### src/noc_link_pkg.sv
package noc_link_pkg;

  // Channel tag carried with every link word
  typedef enum logic [0:0]
  {
    CH_FWD = 1'b0  // Requests
   ,CH_REV = 1'b1  // Returns
  } noc_ch_e;

  typedef struct packed
  {
    logic [15:0] addr;
    logic [31:0] data;
    logic [1:0]  op;
    logic [3:0]  src_id;
  } fwd_pkt_s;

  typedef struct packed
  {
    logic [31:0] data;
    logic [1:0]  pkt_type;
    logic [3:0]  dst_id;
    logic [15:0] pad;     // Always zero, keeps both views 54 bits
  } rev_pkt_s;

  // One payload word, decoded by the channel tag
  typedef union packed
  {
    fwd_pkt_s fwd;
    rev_pkt_s rev;
  } link_payload_u;

  typedef struct packed
  {
    noc_ch_e       ch;
    link_payload_u payload;
  } link_word_s;

  // Remote credits per channel, also the demux queue depth
  parameter int credits_gp = 4;

  // Link FIFO holds 2**lg_fifo_depth_gp words
  parameter int lg_fifo_depth_gp = 2;

endpackage
### src/noc_io_link.sv
`timescale 1ns/1ns

module noc_io_link
 #(parameter credits_p       = noc_link_pkg::credits_gp
  ,parameter lg_fifo_depth_p = noc_link_pkg::lg_fifo_depth_gp
  )
  (input                             clk_i
  ,input                             reset_i

  ,input                             fwd_v_i
  ,input  noc_link_pkg::fwd_pkt_s    fwd_data_i
  ,output logic                      fwd_ready_o

  ,input                             rev_v_i
  ,input  noc_link_pkg::rev_pkt_s    rev_data_i
  ,output logic                      rev_ready_o

  ,output logic                      fwd_v_o
  ,output noc_link_pkg::fwd_pkt_s    fwd_data_o
  ,input                             fwd_yumi_i

  ,output logic                      rev_v_o
  ,output noc_link_pkg::rev_pkt_s    rev_data_o
  ,input                             rev_yumi_i
  );

  logic                     link_v, link_ready;
  noc_link_pkg::link_word_s link_word;
  logic                     head_v, head_yumi;
  noc_link_pkg::link_word_s head_word;
  logic [1:0]               credit_return;

  noc_tunnel_mux
 #(.credits_p      (credits_p)
  ) mux
  (.clk_i          (clk_i)
  ,.reset_i        (reset_i)
  ,.fwd_v_i        (fwd_v_i)
  ,.fwd_data_i     (fwd_data_i)
  ,.fwd_ready_o    (fwd_ready_o)
  ,.rev_v_i        (rev_v_i)
  ,.rev_data_i     (rev_data_i)
  ,.rev_ready_o    (rev_ready_o)
  ,.credit_return_i(credit_return)
  ,.link_v_o       (link_v)
  ,.link_word_o    (link_word)
  ,.link_ready_i   (link_ready)
  );

  noc_link_fifo
 #(.lg_depth_p(lg_fifo_depth_p)
  ) link_fifo
  (.clk_i     (clk_i)
  ,.reset_i   (reset_i)
  ,.v_i       (link_v)
  ,.data_i    (link_word)
  ,.ready_o   (link_ready)
  ,.v_o       (head_v)
  ,.data_o    (head_word)
  ,.yumi_i    (head_yumi)
  );

  noc_tunnel_demux
 #(.credits_p      (credits_p)
  ) demux
  (.clk_i          (clk_i)
  ,.reset_i        (reset_i)
  ,.head_v_i       (head_v)
  ,.head_word_i    (head_word)
  ,.head_yumi_o    (head_yumi)
  ,.fwd_v_o        (fwd_v_o)
  ,.fwd_data_o     (fwd_data_o)
  ,.fwd_yumi_i     (fwd_yumi_i)
  ,.rev_v_o        (rev_v_o)
  ,.rev_data_o     (rev_data_o)
  ,.rev_yumi_i     (rev_yumi_i)
  ,.credit_return_o(credit_return)
  );

endmodule

### src/noc_tunnel_demux.sv
`timescale 1ns/1ns

module noc_tunnel_demux
 #(parameter credits_p = noc_link_pkg::credits_gp
  )
  (input                             clk_i
  ,input                             reset_i

  ,input                             head_v_i
  ,input  noc_link_pkg::link_word_s  head_word_i
  ,output logic                      head_yumi_o

  ,output logic                      fwd_v_o
  ,output noc_link_pkg::fwd_pkt_s    fwd_data_o
  ,input                             fwd_yumi_i

  ,output logic                      rev_v_o
  ,output noc_link_pkg::rev_pkt_s    rev_data_o
  ,input                             rev_yumi_i

  ,output logic [1:0]                credit_return_o
  );

  localparam pkt_w_lp = $bits(noc_link_pkg::fwd_pkt_s);
  localparam ptr_w_lp = (credits_p > 1) ? $clog2(credits_p) : 1;
  localparam cnt_w_lp = $clog2(credits_p+1);

  logic [1:0][pkt_w_lp-1:0] push_data, head_data;
  logic [1:0] push, v_lo, yumi_li;

  function automatic logic [ptr_w_lp-1:0] ptr_inc(input logic [ptr_w_lp-1:0] ptr);
    if (ptr == ptr_w_lp'(credits_p-1))
      return '0;
    return ptr + ptr_w_lp'(1);
  endfunction

  // Credits guarantee room, so the head never waits
  assign head_yumi_o = head_v_i;

  // Each queue is filled through its own view of the payload
  assign push_data[noc_link_pkg::CH_FWD] = head_word_i.payload.fwd;
  assign push_data[noc_link_pkg::CH_REV] = head_word_i.payload.rev;

  assign yumi_li[noc_link_pkg::CH_FWD] = fwd_yumi_i;
  assign yumi_li[noc_link_pkg::CH_REV] = rev_yumi_i;

  for (genvar i = 0; i < 2; i++)
  begin: q
    logic [pkt_w_lp-1:0] mem_r [credits_p];
    logic [ptr_w_lp-1:0] wptr_r, rptr_r;
    logic [cnt_w_lp-1:0] count_r;

    assign push[i]      = head_v_i & (head_word_i.ch == noc_link_pkg::noc_ch_e'(i));
    assign v_lo[i]      = (count_r != '0);
    assign head_data[i] = mem_r[rptr_r];

    always_ff @(posedge clk_i)
    begin
      if (reset_i)
      begin
        wptr_r  <= '0;
        rptr_r  <= '0;
        count_r <= '0;
      end
      else
      begin
        if (push[i])
          wptr_r <= ptr_inc(wptr_r);
        if (yumi_li[i])
          rptr_r <= ptr_inc(rptr_r);
        if (push[i] & ~yumi_li[i])
          count_r <= count_r + cnt_w_lp'(1);
        else if (~push[i] & yumi_li[i])
          count_r <= count_r - cnt_w_lp'(1);
      end
    end

    always_ff @(posedge clk_i)
    begin
      if (push[i])
        mem_r[wptr_r] <= push_data[i];
    end
  end

  assign fwd_v_o    = v_lo[noc_link_pkg::CH_FWD];
  assign fwd_data_o = noc_link_pkg::fwd_pkt_s'(head_data[noc_link_pkg::CH_FWD]);
  assign rev_v_o    = v_lo[noc_link_pkg::CH_REV];
  assign rev_data_o = noc_link_pkg::rev_pkt_s'(head_data[noc_link_pkg::CH_REV]);

  // One credit back per drained packet, a cycle after the yumi
  always_ff @(posedge clk_i)
  begin
    if (reset_i)
      credit_return_o <= '0;
    else
      credit_return_o <= yumi_li;
  end

endmodule

### src/noc_link_fifo.sv
`timescale 1ns/1ns

module noc_link_fifo
 #(parameter lg_depth_p = noc_link_pkg::lg_fifo_depth_gp
  )
  (input                             clk_i
  ,input                             reset_i

  ,input                             v_i
  ,input  noc_link_pkg::link_word_s  data_i
  ,output logic                      ready_o

  ,output logic                      v_o
  ,output noc_link_pkg::link_word_s  data_o
  ,input                             yumi_i
  );

  localparam depth_lp = 1 << lg_depth_p;

  noc_link_pkg::link_word_s mem_r [depth_lp];

  // Top bit tells a full buffer from an empty one
  logic [lg_depth_p:0] wptr_r, rptr_r;
  logic full, empty, enq, deq;

  assign empty = (wptr_r == rptr_r);
  assign full  = (wptr_r[lg_depth_p] != rptr_r[lg_depth_p])
               & (wptr_r[lg_depth_p-1:0] == rptr_r[lg_depth_p-1:0]);

  assign ready_o = ~full | yumi_i;  // A pop frees the slot in the same cycle
  assign v_o     = ~empty;
  assign data_o  = mem_r[rptr_r[lg_depth_p-1:0]];

  assign enq = v_i & ready_o;
  assign deq = yumi_i;

  always_ff @(posedge clk_i)
  begin
    if (reset_i)
    begin
      wptr_r <= '0;
      rptr_r <= '0;
    end
    else
    begin
      if (enq)
        wptr_r <= wptr_r + (lg_depth_p+1)'(1);
      if (deq)
        rptr_r <= rptr_r + (lg_depth_p+1)'(1);
    end
  end

  always_ff @(posedge clk_i)
  begin
    if (enq)
      mem_r[wptr_r[lg_depth_p-1:0]] <= data_i;
  end

endmodule

### src/noc_tunnel_mux.sv
`timescale 1ns/1ns

module noc_tunnel_mux
 #(parameter credits_p = noc_link_pkg::credits_gp
  )
  (input                             clk_i
  ,input                             reset_i

  ,input                             fwd_v_i
  ,input  noc_link_pkg::fwd_pkt_s    fwd_data_i
  ,output logic                      fwd_ready_o

  ,input                             rev_v_i
  ,input  noc_link_pkg::rev_pkt_s    rev_data_i
  ,output logic                      rev_ready_o

  ,input  [1:0]                      credit_return_i

  ,output logic                      link_v_o
  ,output noc_link_pkg::link_word_s  link_word_o
  ,input                             link_ready_i
  );

  localparam cnt_w_lp = $clog2(credits_p+1);

  logic [cnt_w_lp-1:0] credit_r [2];
  logic [1:0] v_li, has_credit, req, gnt;
  logic prio_rev_r;  // Set when rev wins the next tie
  logic slot_free;
  noc_link_pkg::link_word_s link_word_n;

  // Output register is empty or being taken by the FIFO this cycle
  assign slot_free = ~link_v_o | link_ready_i;

  assign v_li[noc_link_pkg::CH_FWD] = fwd_v_i;
  assign v_li[noc_link_pkg::CH_REV] = rev_v_i;

  for (genvar i = 0; i < 2; i++)
  begin: credit
    assign has_credit[i] = (credit_r[i] != '0);

    // Grant spends one, a returned pulse gives one back
    always_ff @(posedge clk_i)
    begin
      if (reset_i)
        credit_r[i] <= cnt_w_lp'(credits_p);
      else if (gnt[i] & ~credit_return_i[i])
        credit_r[i] <= credit_r[i] - cnt_w_lp'(1);
      else if (~gnt[i] & credit_return_i[i])
        credit_r[i] <= credit_r[i] + cnt_w_lp'(1);
    end
  end

  assign req = v_li & has_credit & {2{slot_free}};

  // Round robin between the two channels
  assign gnt[noc_link_pkg::CH_FWD] = req[noc_link_pkg::CH_FWD]
                                   & (~req[noc_link_pkg::CH_REV] | ~prio_rev_r);
  assign gnt[noc_link_pkg::CH_REV] = req[noc_link_pkg::CH_REV]
                                   & (~req[noc_link_pkg::CH_FWD] | prio_rev_r);

  // Ready does not look at the channel's own valid
  assign fwd_ready_o = has_credit[noc_link_pkg::CH_FWD] & slot_free
                     & ~(req[noc_link_pkg::CH_REV] & prio_rev_r);
  assign rev_ready_o = has_credit[noc_link_pkg::CH_REV] & slot_free
                     & ~(req[noc_link_pkg::CH_FWD] & ~prio_rev_r);

  always_comb
  begin
    link_word_n = link_word_o;
    if (gnt[noc_link_pkg::CH_FWD])
    begin
      link_word_n.ch          = noc_link_pkg::CH_FWD;
      link_word_n.payload.fwd = fwd_data_i;
    end
    else if (gnt[noc_link_pkg::CH_REV])
    begin
      link_word_n.ch          = noc_link_pkg::CH_REV;
      link_word_n.payload.rev = rev_data_i;
    end
  end

  always_ff @(posedge clk_i)
  begin
    if (reset_i)
    begin
      link_v_o   <= 1'b0;
      prio_rev_r <= 1'b0;
    end
    else
    begin
      link_v_o <= (|gnt) | (link_v_o & ~link_ready_i);
      if (|gnt)
        prio_rev_r <= gnt[noc_link_pkg::CH_FWD];  // Other channel goes first next time
    end
  end

  always_ff @(posedge clk_i)
  begin
    link_word_o <= link_word_n;
  end

endmodule

### config.mk
export PLATFORM = sky130hd
export DESIGN_NAME = noc_io_link
export DESIGN_NICKNAME = d
export VERILOG_FILES = /design/src/noc_link_pkg.sv /design/src/noc_io_link.sv /design/src/noc_tunnel_demux.sv /design/src/noc_link_fifo.sv /design/src/noc_tunnel_mux.sv
export SDC_FILE = /design/constraint.sdc
export NUM_CORES = 1
export LEC_CHECK = 0
export BUFFER_PORTS_ARGS = -buffer_cell sky130_fd_sc_hd__buf_2
export CAP_MARGIN = 20
export CORE_AREA = 2 2 267 269
export DETAILED_ROUTE_END_ITERATION = 6
export DIE_AREA = 0 0 269 271
export PLACE_DENSITY_LB_ADDON = 0.25
export SLEW_MARGIN = 0
export SYNTH_ARGS = -nofsm -noshare
export SYNTH_HDL_FRONTEND = slang
export SYNTH_SLANG_ARGS = --single-unit
### constraint.sdc
create_clock -name clk_i -period 3.48 [get_ports clk_i]
set_input_delay 0.522 -clock clk_i [delete_from_list [all_inputs] [get_ports clk_i]]
set_output_delay 0.522 -clock clk_i [all_outputs]
set_load 0.02 [all_outputs]
==> metrics.md <==
| Metric | Value |
|---|---|
| Status | `complete, no violations` |
| Critical-path cell list | `buf_12, mux4_2, buf_2` |
| FF+latch count, synth | `743` |
| I/O pin cnt | `226` |
| Total power | `25.7 mW` |
| Num CTS Buffers | `78` |
| Vias/cell | `5.15` |
| Postcts setup bufs | `0` |
| Die width | `269 µm` |
| Main area contributors after synthesis | `edfxtp_1, mux4_2, dfxtp_1` |
| CTS Root Cell | `clkbuf_16` |
| Peak fanout along the critical path | `29` |
| Initial Util | `39.9%` |
| Max-slew violations | `0` |
| Via count | `12600` |
| Top cell type's share of synthesized area | `76.8%` |
| Post-DP HPWL | `34600 µm` |
| DRC errors left | `0` |
| Worst-Margin Slew | `1080 ps` |
| Final min period | `3030 ps` |
| Syn avg cell area | `24.0 µm²` |
| Synth Cell Area | `27800 µm²` |
| RSZ-0062 raised after global routing | `no` |
| Top-count cell post-synth | `edfxtp_1` |
| Synth cell types | `40` |
| # fillers | `5669` |
| Critical Path RT | `2960 ps` |
| Vias in the first global route | `13300` |
| Worst min path class | `in -> reg` |
| Dominant cell type by area after synthesis | `edfxtp_1` |
| Fin. Hold Viols | `0` |
| Design area | `32800 µm²` |
| RD Place Congestion | `0.747` |
| Post-Route Setup TNS | `0 ps` |
| Synth top cells by count | `edfxtp_1, mux4_2, mux2_4, dfxtp_1` |
| Buf/Inv on CP | `2` |
| CP arrival | `2510 ps` |
| Routed len/inst | `24.8 µm` |
| Final nets | `1585` |
| Setup violators final | `0` |
| Synth async-reset ratio | `0%` |
| Clock Pin Slew Worst Setup and Hold Paths | `60 ps` |
| Initial antenna violation count | `3` |
| Layout cell share with drive strength beyond 1 | `39.6%` |
| FMAX | `330 MHz` |
| Peak VDD IR | `388 µV` |
| Number of synthesized flops with an enable pin | `712` |
| Overflow left after global routing | `0` |
| Sink Count | `743` |
| FF/Latch Area | `22000 µm²` |
| Slowest stage cell, crit path | `dfxtp_4` |
| Power per Cell Area | `784 nW/µm²` |
| Critical path's top delay family | `flip-flops` |
| Synth Flop Type | `edfxtp_1` |
| Largest net degree at the start of global routing | `56` |
| Core Util, Final | `47.0%` |
| Crit share post-route | `87.0%` |
| Max-Cap Viols | `0` |
| Yosys warns | `0` |
| Worst skew pair latency | `620 ps` |
| Worst path max stage delay | `690 ps` |
| Cts repair resizes | `0` |
| Global-route wire length before repair | `88400 µm` |
| Register area share after synthesis | `79.1%` |
| DRT Pass-1 Iters | `6` |
| Port Buffers | `225` |
| GRT Total Usage | `16.9%` |
| Placed Area | `30300 µm²` |
| CP Capture Type | `output port` |
| Clk buf depth | `3` |
| Post-route clock skew | `15.6 ps` |
| CTS H-tree lvls | `3` |
| Multi-input logic area | `5570 µm²` |
| Syn_nets | `1299` |
| Core Area | `69800 µm²` |
| CP Launch Type | `flip-flop` |
| Die area | `72900 µm²` |
| Post-CTS Hold Buffers | `0` |
| Leakage | `10.9 nW` |
| DRT antenna net count | `0` |
| Diode count | `0` |
| Total wire length | `60700 µm` |
| Slew margin rel. | `28.3%` |
| Synth Instances | `1162` |
| Area growth syn-to-layout | `17.9%` |
| CTS tree | `yes` |
| Row count | `97` |
| Worst setup path class | `reg -> out` |
| Iteration-0 DRC Markers | `945` |
| Die H | `271 µm` |
-- cells in the final DEF, fill, tap and decap left out, types with 2 or more instances in the layout --
cell,count
nor2b_1,3
bufinv_16,6
a21oi_1,6
nand3b_1,2
inv_1,14
o31a_1,3
o21ai_0,6
buf_2,225
nand2_1,2
xor2_1,8
clkinvlp_4,4
fa_1,3
mux2_4,40
a211oi_1,2
nor3_1,6
buf_12,13
dfxtp_4,6
o31ai_1,3
and2_4,12
clkinv_1,15
mux4_2,163
xnor2_1,6
inv_6,2
nor3b_1,3
nand2b_1,9
inv_16,3
clkinv_2,8
buf_4,14
mux2_2,17
dfxtp_1,25
or3_1,6
clkbuf_1,22
nor2_1,20
edfxtp_1,712
clkbuf_16,80
mux2i_1,7
ha_1,20
-- metal layers --
layer / GRT usage (%) / share of wire, %
met1: 22.2 / 42
met2: 28.6 / 51
met4: 5.26 / 2.2
met3: 3.04 / 5.2
met5: 0 / 0.021
-- cell families (layout without fill, tap and decap cells) --
logic type / Yosys count / after routing / synth area share, %
DFF: 743 / 743 / 79.1
muxes: 227 / 227 / 16.3
and+or+nand+nor: 68 / 68 / 1.35
buffers and inverters: 60 / 409 / 1.06
AOI/OAI and AO/OA: 27 / 27 / 0.701
adders and majority gates: 23 / 23 / 1.11
xor gates and xnor gates: 14 / 14 / 0.441
-- worst register-to-register path, cell delays in order (launching register included) --
cell and delay (ps):
dfxtp_1 500, xor2_1 360, o31a_1 370, ha_1 260
inv_1 60, fa_1 390, xor2_1 180, or3_1 310
a21oi_1 160
-- worst paths after layout --
kind / startpoint / slack [ps] / cells past startpoint / end
max: flip-flop / 450 / 3 / fwd_data_o[35]
min: rev_v_i / 190 / 2 / mux.link_word_o[54]
max reg2reg: link_fifo.wptr_r[1] / 810 / 8 / demux.q[1].count_r[2]
min reg2reg: mux.link_word_o[24] / 500 / 0 / link_fifo.mem_r[1][24]
-- metrics by stage --
| step | std cells | hold slack (ps) | worst slack [ps] |
|---|---|---|---|
| floorplan | 1162 | 453 | 502 |
| global placement | 2308 | 466 | 859 |
| detailed placement | 2308 | 478 | 830 |
| CTS | 2451 | 146 | 370 |
| global route | 2451 | 175 | 311 |
| finish | 2451 | 185 | 453 |
-- power breakdown --
part | switching (mW) | internal, mW | total, mW
clock network | 3.35 | 4.73 | 8.08
logic | 3.35 | 1.96 | 5.31
registers | 0.429 | 11.9 | 12.3
-- sequential cells by signal, indices dropped and copies added (netlist names), 3 cells and up, named ones only --
| register | flops |
|---|---|
| demux.q.wptr_r | 4 |
| demux.q.rptr_r | 4 |
| link_fifo.mem_r | 220 |
| link_fifo.rptr_r | 3 |
| mux.link_word_o | 55 |
| demux.q.mem_r | 432 |
| mux.credit_r | 6 |
| demux.q.count_r | 6 |
| link_fifo.wptr_r | 3 |
-- area by class of cell --
type	count	area share, %
Tap cell	940	3.58
Inverter	14	0.160
Timing Repair Buffer	252	4.54
Clock buffer	103	6.39
Multi-Input combinational cell	359	17.0
Clock inverter	40	1.25
Sequential cell	743	67.1
Note: power is estimated with default switching activity, not from simulation.
